===== src/design/scramble_params.svh =====
`ifndef SCRAMBLE_PARAMS_SVH
`define SCRAMBLE_PARAMS_SVH

// ========================================================================
// Widths
// ========================================================================
`define SCR_PORT_W        8
`define SCR_JOY_W         11
`define SCR_KEY_W         11     // [10] toggle, [9] pressed, [8:0] code

// Download bus
`define SCR_DL_GAME       8'd1   // Game number
`define SCR_DL_DIP        8'd254 // DIP switch bytes
`define SCR_DIP_COUNT     4

// 1.79 MHz strobe, period is reload + 1
`define SCR_CE179_RELOAD  4'd13

// ========================================================================
// Keyboard codes
// ========================================================================
// Arrows compare the low byte so the E0 prefix is ignored
`define SCR_KEY_UP        8'h75
`define SCR_KEY_DOWN      8'h72
`define SCR_KEY_LEFT      8'h6B
`define SCR_KEY_RIGHT     8'h74

`define SCR_KEY_CTRL      9'h014
`define SCR_KEY_SPACE     9'h029
`define SCR_KEY_F1        9'h005
`define SCR_KEY_F2        9'h006
`define SCR_KEY_1         9'h016
`define SCR_KEY_2         9'h01E
`define SCR_KEY_5         9'h02E
`define SCR_KEY_6         9'h036
`define SCR_KEY_R         9'h02D
`define SCR_KEY_F         9'h02B
`define SCR_KEY_D         9'h023
`define SCR_KEY_G         9'h034
`define SCR_KEY_A         9'h01C
`define SCR_KEY_S         9'h01B

`endif


===== src/design/scramble_pkg.sv =====
package scramble_pkg;

	// Game number as written by the loader on index 1
	typedef enum logic [7:0]
	{
		game_scramble = 8'd0,
		game_amidar   = 8'd1,
		game_frogger  = 8'd2,
		game_scobra   = 8'd3,
		game_tazman   = 8'd4,
		game_armorcar = 8'd5,
		game_moonwar  = 8'd6,
		game_spdcoin  = 8'd7,
		game_calipso  = 8'd8,
		game_darkplnt = 8'd9,
		game_anteater = 8'd10,
		game_losttomb = 8'd11,
		game_theend   = 8'd12,
		game_mars     = 8'd13,
		game_stratgyx = 8'd14,
		game_turtles  = 8'd15,
		game_minefld  = 8'd16,
		game_rescue   = 8'd17,
		game_mimonkey = 8'd18
	} game_e;

	// Merged controls, active high
	typedef struct packed
	{
		logic       up;
		logic       down;
		logic       left;
		logic       right;
		logic       fire_a;
		logic       fire_b;
		logic       fire_c;
		logic       fire_d;
		logic       fire_e;
		logic       start1;
		logic       start2;
		logic       coin;
		logic [3:0] pad;
	} controls_t;

	// Held keyboard buttons of one player
	typedef struct packed
	{
		logic up;
		logic down;
		logic left;
		logic right;
		logic fire1;
		logic fire2;
		logic start;
		logic coin;
		logic pad;
	} btn_t;

endpackage


===== src/design/clock_enables.sv =====
`include "scramble_params.svh"

module clock_enables
(
	input  logic clk_sys,
	input  logic rst,
	output logic ce_12,
	output logic ce_6p,
	output logic ce_6n,
	output logic ce_1p79
);

	logic [1:0] div_q;     // 12/6 MHz phase counter
	logic [3:0] div179_q;  // 1.79 MHz down-counter

	always_ff @(posedge clk_sys)
	begin
		if (rst)
		begin
			div_q    <= '0;
			div179_q <= '0;
			ce_12    <= 1'b0;
			ce_6p    <= 1'b0;
			ce_6n    <= 1'b0;
			ce_1p79  <= 1'b0;
		end
		else
		begin
			div_q <= div_q + 2'd1;
			ce_12 <= div_q[0];
			ce_6p <= div_q[0] & ~div_q[1];  // Phase 1
			ce_6n <= div_q[0] &  div_q[1];  // Phase 3, two cycles later

			if (div179_q == '0)
			begin
				div179_q <= `SCR_CE179_RELOAD;
				ce_1p79  <= 1'b1;
			end
			else
			begin
				div179_q <= div179_q - 4'd1;
				ce_1p79  <= 1'b0;
			end
		end
	end

endmodule


===== src/design/ps2_key_decoder.sv =====
`include "scramble_params.svh"

module ps2_key_decoder
(
	input  logic                   clk_sys,
	input  logic                   rst,
	input  logic [`SCR_KEY_W-1:0]  ps2_key,
	output scramble_pkg::btn_t     kb_p1,
	output scramble_pkg::btn_t     kb_p2
);

	import scramble_pkg::*;

	logic       old_toggle;
	logic       key_event;
	logic       pressed;
	logic [8:0] key_code;

	assign pressed   = ps2_key[9];
	assign key_code  = ps2_key[8:0];
	assign key_event = ps2_key[10] != old_toggle;

	// Registered copy of the toggle bit
	always_ff @(posedge clk_sys)
	begin
		old_toggle <= ps2_key[10];
	end

	always_ff @(posedge clk_sys)
	begin
		if (rst)
		begin
			kb_p1 <= '0;
			kb_p2 <= '0;
		end
		else if (key_event)
		begin
			// Arrows with or without the extended prefix
			case (key_code[7:0])
				`SCR_KEY_UP:    kb_p1.up    <= pressed;
				`SCR_KEY_DOWN:  kb_p1.down  <= pressed;
				`SCR_KEY_LEFT:  kb_p1.left  <= pressed;
				`SCR_KEY_RIGHT: kb_p1.right <= pressed;
				default: ;
			endcase

			case (key_code)
				`SCR_KEY_CTRL:  kb_p1.fire1 <= pressed;
				`SCR_KEY_SPACE: kb_p1.fire2 <= pressed;
				`SCR_KEY_F1:    kb_p1.start <= pressed;
				`SCR_KEY_1:     kb_p1.start <= pressed;
				`SCR_KEY_F2:    kb_p2.start <= pressed;
				`SCR_KEY_2:     kb_p2.start <= pressed;
				`SCR_KEY_5:     kb_p1.coin  <= pressed;
				`SCR_KEY_6:     kb_p2.coin  <= pressed;

				// Player two cluster
				`SCR_KEY_R:     kb_p2.up    <= pressed;
				`SCR_KEY_F:     kb_p2.down  <= pressed;
				`SCR_KEY_D:     kb_p2.left  <= pressed;
				`SCR_KEY_G:     kb_p2.right <= pressed;
				`SCR_KEY_A:     kb_p2.fire1 <= pressed;
				`SCR_KEY_S:     kb_p2.fire2 <= pressed;
				default: ;
			endcase
		end
	end

endmodule


===== src/design/game_config.sv =====
`include "scramble_params.svh"

module game_config
(
	input  logic                   clk_sys,
	input  logic                   rst,
	input  logic                   ioctl_wr,
	input  logic [24:0]            ioctl_addr,
	input  logic [7:0]             ioctl_index,
	input  logic [`SCR_PORT_W-1:0] ioctl_dout,
	output scramble_pkg::game_e    game,
	output logic [`SCR_PORT_W-1:0] dip_a,
	output logic [`SCR_PORT_W-1:0] dip_b,
	output logic [`SCR_PORT_W-1:0] dip_c,
	output logic [`SCR_PORT_W-1:0] dip_d
);

	import scramble_pkg::*;

	localparam int DIP_AW = $clog2(`SCR_DIP_COUNT);

	logic [`SCR_PORT_W-1:0] dip_q [`SCR_DIP_COUNT];
	logic                   game_wr;
	logic                   dip_wr;

	assign game_wr = ioctl_wr && (ioctl_index == `SCR_DL_GAME);
	assign dip_wr  = ioctl_wr && (ioctl_index == `SCR_DL_DIP) && (ioctl_addr[24:DIP_AW] == '0);

	always_ff @(posedge clk_sys)
	begin
		if (rst)
		begin
			game <= game_scramble;
			for (int i = 0; i < `SCR_DIP_COUNT; i++)
				dip_q[i] <= '1;  // All switches open
		end
		else
		begin
			if (game_wr)
				game <= game_e'(ioctl_dout);
			if (dip_wr)
				dip_q[ioctl_addr[DIP_AW-1:0]] <= ioctl_dout;
		end
	end

	assign dip_a = dip_q[0];
	assign dip_b = dip_q[1];
	assign dip_c = dip_q[2];
	assign dip_d = dip_q[3];

endmodule


===== src/design/input_port_mapper.sv =====
`include "scramble_params.svh"

module input_port_mapper
(
	input  logic                   clk_sys,
	input  logic                   rst,
	input  scramble_pkg::btn_t     kb_p1,
	input  scramble_pkg::btn_t     kb_p2,
	input  logic [`SCR_JOY_W-1:0]  joy1,
	input  logic [`SCR_JOY_W-1:0]  joy2,
	input  logic                   alt_mode,
	input  scramble_pkg::game_e    game,
	input  logic [`SCR_PORT_W-1:0] dip_a,
	input  logic [`SCR_PORT_W-1:0] dip_b,
	input  logic [`SCR_PORT_W-1:0] dip_c,
	input  logic [`SCR_PORT_W-1:0] dip_d,
	output logic [`SCR_PORT_W-1:0] port_a,
	output logic [`SCR_PORT_W-1:0] port_b,
	output logic [`SCR_PORT_W-1:0] port_c,
	output logic [`SCR_PORT_W-1:0] port_d,
	output logic [7:0]             hwsel,
	output logic                   landscape,
	output logic                   fourfire,
	output logic                   galaxian_video
);

	import scramble_pkg::*;

	controls_t              c;
	logic [`SCR_JOY_W-1:0]  joy;
	logic [`SCR_PORT_W-1:0] lay_a, lay_b, lay_c, lay_d;  // Active-high layouts
	logic [7:0]             hwsel_d;
	logic                   landscape_d, fourfire_d, galaxian_d;

	assign joy = joy1 | joy2;

	// ========================================================================
	// Control merge
	// ========================================================================
	always_comb
	begin
		c        = '0;
		c.up     = kb_p1.up    | kb_p2.up    | joy1[3] | joy2[3];
		c.down   = kb_p1.down  | kb_p2.down  | joy1[2] | joy2[2];
		c.left   = kb_p1.left  | kb_p2.left  | joy1[1] | joy2[1];
		c.right  = kb_p1.right | kb_p2.right | joy1[0] | joy2[0];
		c.fire_a = kb_p1.fire1 | kb_p2.fire1 | joy[4];
		c.fire_b = kb_p1.fire2 | kb_p2.fire2 | joy[5];
		c.fire_c = joy[6];
		c.fire_d = joy[7];
		c.fire_e = joy[8];
		c.start1 = kb_p1.start | joy[8];  // Shares the fire e line
		c.start2 = kb_p2.start | joy[9];
		c.coin   = kb_p1.coin  | kb_p2.coin  | joy[10];
	end

	// ========================================================================
	// Per-game layout
	// ========================================================================
	always_comb
	begin
		hwsel_d     = 8'd0;
		landscape_d = 1'b0;
		fourfire_d  = 1'b0;
		galaxian_d  = 1'b0;
		lay_a = {c.coin, 1'b0, c.left, c.right, c.fire_a, 1'b0, c.fire_b, c.up};
		lay_b = {c.start1, c.start2, c.left, c.right, c.fire_a, c.fire_b, 2'b00};
		lay_c = {1'b0, c.down, 1'b0, c.up, 3'b000, c.down};
		lay_d = 8'h00;

		case (game)
			game_frogger: hwsel_d = 8'd1;
			game_scobra, game_armorcar, game_moonwar: hwsel_d = 8'd2;
			game_darkplnt: hwsel_d = 8'd4;  // Spinner game, default layout
			game_tazman:
			begin
				hwsel_d = 8'd2;
				lay_a = {c.coin, 1'b0, c.left, c.right, c.down, c.up, c.fire_a, c.fire_b};
				lay_b = 8'h00;
				lay_c = {1'b0, c.start2, 5'b00000, c.start1};
			end
			game_spdcoin:
			begin
				hwsel_d = 8'd2;
				lay_a = {c.coin, 1'b0, c.left, c.right, c.start2, 1'b0, c.start1, 1'b0};
				lay_b = 8'h00;
				lay_c = 8'h00;
			end
			game_calipso:
			begin
				hwsel_d = 8'd3;
				lay_a = {c.coin, 1'b0, c.left, c.right, c.down, c.up, 1'b0, c.start2 | c.fire_a};
				lay_b = {2'b00, c.left, c.right, c.down, c.up, 2'b00};
				lay_c = {7'b0000000, c.fire_a | c.start1};
			end
			game_anteater:
			begin
				hwsel_d = 8'd6;
				lay_a = {c.coin, 1'b0, c.left, c.right, c.down, c.up, 1'b0, c.fire_a};
				lay_b = {1'b0, c.fire_a, c.left, c.right, c.up, c.down, 2'b00};
				lay_c = {1'b0, c.start2, 5'b00000, c.start1};
			end
			game_losttomb:
			begin
				hwsel_d    = 8'd7;
				fourfire_d = 1'b1;
				lay_a = {c.coin, 1'b0, c.left, c.right, c.down, c.up, c.start1, c.start2};
				lay_b = alt_mode ?
					{1'b0, c.fire_e | c.fire_a, c.left, c.right, c.down, c.up, 2'b00} :
					{1'b0, c.fire_e, c.fire_d, c.fire_a, c.fire_b, c.fire_c, 2'b00};
				lay_c = 8'h00;
			end
			game_theend: galaxian_d = 1'b1;
			game_mars:
			begin
				hwsel_d    = 8'd10;
				fourfire_d = 1'b1;
				if (alt_mode)  // Second stick on the directions
				begin
					lay_a = {c.coin, 1'b0, c.left, c.right, c.left, c.right, 1'b0, c.up};
					lay_b = {c.start1, c.start2, c.left, c.right, c.left, c.right, 2'b00};
					lay_c = {c.up, c.down, c.down, c.up, 3'b000, c.down};
					lay_d = {c.up, 1'b0, c.down, 5'b00000};
				end
				else
				begin
					lay_a = {c.coin, 1'b0, c.left, c.right, c.fire_d, c.fire_a, 1'b0, c.up};
					lay_b = {c.start1, c.start2, c.left, c.right, c.fire_d, c.fire_a, 2'b00};
					lay_c = {c.fire_c, c.down, c.fire_b, c.up, 3'b000, c.down};
					lay_d = {c.fire_c, 1'b0, c.fire_b, 5'b00000};
				end
			end
			game_stratgyx:
			begin
				hwsel_d     = 8'd5;
				landscape_d = 1'b1;
				lay_c = {c.fire_c, c.down, c.fire_c, c.up, 3'b000, c.down};
			end
			game_turtles:
			begin
				hwsel_d = 8'd11;
				lay_a = {c.coin, 1'b0, c.left, c.right, c.fire_a, 2'b00, c.up};
				lay_b = {c.start1, c.start2, c.left, c.right, c.fire_a, 3'b000};
			end
			game_minefld, game_rescue:
			begin
				hwsel_d    = (game == game_rescue) ? 8'd9 : 8'd8;
				fourfire_d = 1'b1;
				lay_a = {c.coin, 1'b0, c.left, c.right, c.down, c.up, 1'b0, c.start1};
				lay_b = alt_mode ? {2'b00, c.left, c.right, c.down, c.up, 2'b00} :
					{2'b00, c.fire_d, c.fire_a, c.fire_b, c.fire_c, 2'b00};
				lay_c = {1'b0, c.start2, 5'b00000, c.start1};
			end
			game_mimonkey: hwsel_d = 8'd12;
			default: ;
		endcase
	end

	// Ports are active low, gated by the DIP bytes
	always_ff @(posedge clk_sys)
	begin
		if (rst)
		begin
			port_a <= '1;
			port_b <= '1;
			port_c <= '1;
			port_d <= '1;
			hwsel          <= 8'd0;
			landscape      <= 1'b0;
			fourfire       <= 1'b0;
			galaxian_video <= 1'b0;
		end
		else
		begin
			port_a <= dip_a & ~lay_a;
			port_b <= dip_b & ~lay_b;
			port_c <= dip_c & ~lay_c;
			port_d <= dip_d & ~lay_d;
			hwsel          <= hwsel_d;
			landscape      <= landscape_d;
			fourfire       <= fourfire_d;
			galaxian_video <= galaxian_d;
		end
	end

endmodule


===== src/design/scramble_inputs.sv =====
`include "scramble_params.svh"

module scramble_inputs
(
	input  logic                   clk_sys,
	input  logic                   rst,
	input  logic [`SCR_KEY_W-1:0]  ps2_key,
	input  logic                   ioctl_wr,
	input  logic [24:0]            ioctl_addr,
	input  logic [7:0]             ioctl_index,
	input  logic [`SCR_PORT_W-1:0] ioctl_dout,
	input  logic [`SCR_JOY_W-1:0]  joy1,
	input  logic [`SCR_JOY_W-1:0]  joy2,
	input  logic                   alt_mode,
	output logic                   ce_12,
	output logic                   ce_6p,
	output logic                   ce_6n,
	output logic                   ce_1p79,
	output logic [`SCR_PORT_W-1:0] port_a,
	output logic [`SCR_PORT_W-1:0] port_b,
	output logic [`SCR_PORT_W-1:0] port_c,
	output logic [`SCR_PORT_W-1:0] port_d,
	output logic [7:0]             hwsel,
	output logic                   landscape,
	output logic                   fourfire,
	output logic                   galaxian_video
);

	import scramble_pkg::*;

	btn_t                   kb_p1, kb_p2;
	game_e                  game;
	logic [`SCR_PORT_W-1:0] dip_a, dip_b, dip_c, dip_d;

	clock_enables u_ce
	(
		.clk_sys, .rst, .ce_12, .ce_6p, .ce_6n, .ce_1p79
	);

	// Event sources
	ps2_key_decoder u_kbd
	(
		.clk_sys, .rst, .ps2_key, .kb_p1, .kb_p2
	);

	game_config u_cfg
	(
		.clk_sys, .rst, .ioctl_wr, .ioctl_addr, .ioctl_index, .ioctl_dout,
		.game, .dip_a, .dip_b, .dip_c, .dip_d
	);

	// Consumer
	input_port_mapper u_map
	(
		.clk_sys, .rst, .kb_p1, .kb_p2, .joy1, .joy2, .alt_mode, .game,
		.dip_a, .dip_b, .dip_c, .dip_d,
		.port_a, .port_b, .port_c, .port_d,
		.hwsel, .landscape, .fourfire, .galaxian_video
	);

endmodule


===== config.mk =====
export PLATFORM = sky130hd
export DESIGN_NAME = scramble_inputs
export DESIGN_NICKNAME = d
export VERILOG_FILES = /design/src/design/scramble_pkg.sv /design/src/design/clock_enables.sv /design/src/design/ps2_key_decoder.sv /design/src/design/game_config.sv /design/src/design/input_port_mapper.sv /design/src/design/scramble_inputs.sv
export VERILOG_INCLUDE_DIRS = /design/src /design/src/design
export SDC_FILE = /design/constraint.sdc
export NUM_CORES = 1
export LEC_CHECK = 0
export BUFFER_PORTS_ARGS = -buffer_cell sky130_fd_sc_hd__clkbuf_2
export CORE_ASPECT_RATIO = 0.7
export CORE_UTILIZATION = 28
export CTS_BUF_LIST = sky130_fd_sc_hd__clkbuf_4 sky130_fd_sc_hd__clkbuf_8
export DETAILED_ROUTE_END_ITERATION = 10
export PLACE_DENSITY_LB_ADDON = 0.15
export SETUP_SLACK_MARGIN = 0.3
export SYNTH_ARGS = -nofsm -noshare
export SYNTH_HDL_FRONTEND = slang
export SYNTH_SLANG_ARGS = --single-unit

===== constraint.sdc =====
create_clock -name clk_sys -period 3.31 [get_ports clk_sys]
set_input_delay 0.662 -clock clk_sys [delete_from_list [all_inputs] [get_ports clk_sys]]
set_output_delay 0.662 -clock clk_sys [all_outputs]
set_load 0.03 [all_outputs]

== After elaboration in Yosys (flattened, before gate mapping) ==
Memories as Yosys holds them, arrays and structs flattened.
Cells that the tools add are included.

* Register bits: 78
* Memory bits (writable): 32
* Input port bits: 78
* Output and inout bits: 47
* Word-level logic and storage cells: 165
* Memories: 1

{| class="wikitable"
|+ Memories
! memory !! depth !! width !! rd ports !! clocked after memory_dff !! write ports !! line !! RTL
|-
| u_cfg.dip_q || 4 || 8 || 4 || 0 || 4 || game_config.sv:22 || <nowiki>logic [`SCR_PORT_W-1:0] dip_q [`SCR_DIP_COUNT];</nowiki>
|}

* Add/sub/neg operators: 2
* Equality and inequality tests: 38
* Multiplexer cells: 25
* Bitwise operators: 35
* Reduce and logical (&&, ||, !) cells: 31

{| class="wikitable"
|+ Operator list
! cell !! number
|-
| 8-bit one-hot mux with 11 select lines || 1
|-
| 8-bit by 4-bit == test with 1-bit output (second input constant) || 8
|-
| 9-bit by 6-bit == test with 1-bit output (second input constant) || 7
|-
| 8-bit one-hot mux with 7 select lines || 1
|-
| 9-bit by 5-bit == test with 1-bit output (second input constant) || 5
|-
| 8-bit one-hot mux with 5 select lines || 1
|-
| 8-bit bitwise AND || 4
|-
| 8-bit by 3-bit == test with 1-bit output (second input constant) || 4
|-
| 8-bit by 7-bit == test with 1-bit output (second input constant) || 4
|-
| 8-bit two-way mux || 4
|-
| 8-bit NOT || 4
|-
| 4-bit one-hot mux with 8 select lines || 1
|-
| 2-bit AND reduction || 16
|-
| 8-bit by 5-bit == test with 1-bit output (second input constant) || 3
|-
| 23-bit zero test || 1
|-
| 1-bit bitwise OR || 23
|-
| 9-bit by 3-bit == test with 1-bit output (second input constant) || 2
|-
| 8-bit by 2-bit == test with 1-bit output (second input constant) || 2
|-
| 4-bit two-way mux || 3
|-
| 2-bit OR reduction || 6
|-
| 1-bit two-way mux || 11
|-
| 11-bit bitwise OR || 1
|-
| 8-bit by 1-bit == test with 1-bit output (second input constant) || 1
|-
| 8-bit == test (second input constant) || 1
|-
| other kinds (13) || 17
|}

== Logic depth before layout (Yosys ltp) ==
* Depth after elaboration: 8
* Depth in mapped cells: 6

== By module ==
From an unflattened synthesis, not the netlist that was laid out.

* Cell total of the unflattened synthesis: 493
* Area, all modules: 4,927.2 µm²

{| class="wikitable"
|+ Modules (own cells, without submodules)
! module !! instances !! cells an instance !! area an instance (µm²)
|-
| input_port_mapper || 1 || 221 || 1,895.6
|-
| game_config || 1 || 141 || 1,776.7
|-
| ps2_key_decoder || 1 || 97 || 910.9
|-
| clock_enables || 1 || 34 || 344.1
|}

== Least setup slack after synthesis ==
OpenSTA, ideal clock, no wires.

* Path kind: input port to flip-flop
* From: in ioctl_addr[13]
* To: mem u_cfg.dip_q[0][0] (netlist bit) (enable)
* Arrival time: 2.118 ns
* Setup slack: 0.863 ns
* Cell stages on the path: 6
* Buffers on the path: 1
* Cell sequence: nor4_1 > nand4_1 > nor4b_1 > clkbuf_1 > nand3_1 > nand2_1

{| class="wikitable"
|+ RTL lines
! element !! line !! RTL
|-
| start: declaration || scramble_inputs.sv:9 || <nowiki>input logic [24:0] ioctl_addr,</nowiki>
|-
| end: declaration || game_config.sv:22 ||
|}

== Worst setup path in the final report ==
* From: reg u_cfg.game[1]
* To: reg u_map.port_b[3]

* Word-level cells in the longest chain between the ends: 5
* Elaborated cells on any way between the ends: 14
* Those cells by class: eq/ne (9); mux (1); bitwise (2); reduce/logical (2)

{| class="wikitable"
|+ Ends and longest elaborated chain
! element !! line !! RTL
|-
| start: declaration || game_config.sv:11 || <nowiki>output scramble_pkg::game_e game,</nowiki>
|-
| start signal: assignment || game_config.sv:33 || <nowiki>game <= game_scramble;</nowiki>
|-
| start signal: assignment || game_config.sv:40 || <nowiki>game <= game_e'(ioctl_dout);</nowiki>
|-
| 8-bit by 5-bit == test with 1-bit output or 8-bit by 3-bit == test with 1-bit output (tied branches) || input_port_mapper.sv:71 || <nowiki>case (game)</nowiki>
|-
| 2-bit OR reduction || - ||
|-
| 8-bit one-hot mux with 7 select lines * || input_port_mapper.sv:71 ||
|-
| 8-bit NOT * || input_port_mapper.sv:176 || <nowiki>port_b <= dip_b & ~lay_b;</nowiki>
|-
| 8-bit bitwise AND * || input_port_mapper.sv:176 ||
|-
| end signal: assignment || input_port_mapper.sv:176 ||
|-
| end: declaration || input_port_mapper.sv:18 || <nowiki>output logic [`SCR_PORT_W-1:0] port_b,</nowiki>
|}

Mark *: on every way between the ends. The rest lies on a longest branch, timed or not.
A chain may end at the register's enable or synchronous reset.

==> results_dict.tcl <==
set metrics [dict create \
    fin_setup_tns_ps 0 \
    synthXorXnorAreaFrac 0.00959 \
    io_buffers 120 \
    synth_top_family_by_area "simple AND/OR/NAND/NOR gates" \
    row_count 38 \
    cap_viol_max_count 0 \
    place_area_um2 5350 \
    p_switching_uw 703 \
    clkLatencyLatePin_ps 370 \
    clk_pin_slew_ps 100 \
    ys.flop_type "dfxtp_1" \
    swShare 0.272 \
    synth-compound-area-share 0.107 \
    routed_via_density 5.03 \
    cp_max_fo 22 \
    routed-via-count 3901 \
    criticalPathCategory "register to register" \
    fin_util 0.353 \
    cts_tree "done" \
    gp_congestion 0.844 \
    ys_ff_latch 106 \
    r2r_start "u_cfg.game[1]" \
    clock.fmax_ghz 0.407 \
    design_area_um2 5540 \
    synth_fa_ha_area_frac 0.00822 \
    dp.cells 760 \
    layout-drive-gt1-share 0.314 \
    synth_area_um2 4560 \
    synth.yosys.seq_area_share 0.535 \
    cts_buffer_depth 2 \
    min-delay-start "ps2_key[10]" \
    r2r_end "u_map.port_b[3]" \
    cts-root-buf "clkbuf_8" \
    initial_core_util 0.291 \
    final_common_cell "clkbuf_2" \
    finalNetCount 652 \
    drc 0 \
    worst_setup_path_start_kind "register" \
    core_area_um2 15700 \
    r2r_cells 5 \
    post-route-min-period_ps 2460 \
    power_frac_comb 0.131 \
    cts.sinks 106 \
    drt_first_pass_iters 6 \
    grt_overflow 0 \
    syn_avg_cell_area_um2 9.99 \
    area_growth_pct 21.4 \
    synth-edff-count 32 \
    antenna_found_initial 0 \
    vdd_ir_drop_max_mv 0.215 \
    grt_usage 0.161 \
    ys_warn_count 0 \
    worst_ep_arrival_time_ps 2720 \
    post_drt_wl_per_cell_um 16.8 \
    grt_pass1_vias 3636 \
    n_antenna_cell 0 \
    synth.mux.area_fraction 0.0529 \
    grt_pass1_wl_mm 20.3 \
    fin_skew_ps 7.77 \
    timing.hold.ws_ps 405 \
    instances_no_fill 776 \
    ys_types 54 \
    holdPathStages 1 \
    ant_nets 0 \
    cts_setup_buffers 0 \
    rsz0062_at_grt "false" \
    finalHoldViolations 0 \
    boundaryPins 125 \
    wl_mm 13.0 \
    die_h_um 109 \
    worst_slew_pin_slew_ps 819 \
    die_area_um2 16800 \
    r2r_slack_ps 850 \
    clkPwrFrac 0.310 \
    slew_headroom 0.453 \
    whs_endpoint "u_kbd.old_toggle" \
    cp.required_ps 3570 \
    grt_max_degree 65 \
    finalMaxSlewViolations 0 \
    synthArstFlopShare 0 \
    seqPwrFrac 0.558 \
    worstHoldPathType "input pin to register" \
    synth-simple-area-share 0.255 \
    intPower_uw 1880 \
    most-common-layout-cells "clkbuf_2 (120), dfxtp_1 (74), nor2_1 (44)" \
    hpwl_mm 9.86 \
    h-tree-depth 3 \
    p_leak_uw 0.00234 \
    period_share 0.742 \
    cts_buffers 9 \
    hold_buffers 0 \
    setup_viol 0 \
    end_kind "register" \
    drt-initial-drc-count 348 \
    outcome "finished, final reports clean" \
    syn_inst 457 \
    post_cts_resized 0 \
    powerDensity_nw_per_um2 467 \
    die_w_um 155 \
]
## how the worst max path moves through the flow
stage | from | slack [ps] | depth (start not counted) | end
2_1_floorplan | ioctl_addr[13] | 860 | 6 | u_cfg.dip_q[0][0]
3_3_place_gp | ioctl_addr[8] | 630 | 6 | u_cfg.dip_q[0][0]
3_5_place_dp | ioctl_addr[8] | 570 | 6 | u_cfg.dip_q[0][0]
4_1_cts | u_cfg.game[1] | 960 | 5 | u_map.port_b[2]
5_1_grt | ioctl_addr[21] | 680 | 6 | u_cfg.dip_q[0][0]
6_report | u_cfg.game[1] | 850 | 5 | u_map.port_b[3]
## worst max-delay path: stages, from the launching register on
cell and delay [ps]:
dfxtp_1 870, nor4b_1 170, and2_0 360, a31oi_1 460, o221ai_1 160, o21ai_0 320
## kinds of logic (layout without fill, tap and decap cells)
group,Yosys count,count (layout)
AND/OR/NAND/NOR,216,216
flip-flops,106,106
AO/OA/AOI/OAI,70,70
buffers and inverters,32,148
multiplexers,24,24
XOR/XNOR,5,5
adder cells (fa/ha/maj),3,3
other,1,4
## cells in the mapped netlist (7+ instances only)
cell type / count / area, µm²
a21oi_1: 13 / 65.1
nor2b_1: 11 / 68.8
nor3_1: 10 / 50.1
mux2i_1: 23 / 230
nor2_1: 44 / 165
nor4_1: 17 / 106
dfxtp_1: 74 / 1480
a21o_1: 7 / 52.6
edfxtp_1: 32 / 961
o21ai_0: 12 / 60.1
nand3_1: 17 / 85.1
nand4_1: 9 / 56.3
inv_1: 8 / 30.0
nand2b_1: 20 / 125
clkbuf_1: 15 / 56.3
nand2_1: 31 / 116
or2_2: 31 / 194
## area by class of cell
class	instances	area, µm²
clock buffer	9	124
clock inverter	7	67.6
fill	1596	10100
inverter	8	30.0
multi-input combinational	322	2000
sequential	106	2440
tap	200	250
timing repair buffer	124	631
## per-stage QoR
| step | total power [µW] | setup WS (ps) |
|---|---|---|
| 2_1_floorplan | 1670 | 863 |
| 3_3_place_gp | 1800 | 634 |
| 3_5_place_dp | 1810 | 566 |
| 4_1_cts | 2630 | 962 |
| 5_1_grt | 2720 | 677 |
| 6_report | 2590 | 854 |
## sequential cells by signal, indices dropped and copies added (netlist names)
name                  flops
u_map.port_b              8
u_kbd.kb_p2               8
u_kbd.old_toggle          1
u_map.landscape           1
u_ce.ce_6n                1
u_kbd.kb_p1               8
u_cfg.dip_q              32
u_map.port_d              8
u_map.port_c              8
u_map.hwsel               4
u_ce.ce_1p79              1
u_map.port_a              8
u_ce.ce_6p                1
u_ce.div179_q             4
u_cfg.game                8
u_map.fourfire            1
u_map.galaxian_video      1
u_ce.div_q                2
u_ce.ce_12                1
## power by group through the flow
stage                     Sequential, µW  Clock, µW  Combinational [µW]
after global placement              1470          0                 332
after CTS                           1450        841                 342
after global routing                1450        892                 374
after floorplan                     1520          0                 151
after detailed placement            1480          0                 340
final                               1440        803                 339
## metal layers
metal,track usage,part of all wire,up-vias
met5,0,0,-
met4,0.0290,0.0093,0
met3,0.0433,0.076,10
met2,0.239,0.42,170
met1,0.235,0.49,1854
li1,-,-,1867
Note: power is estimated with default switching activity, not from simulation.
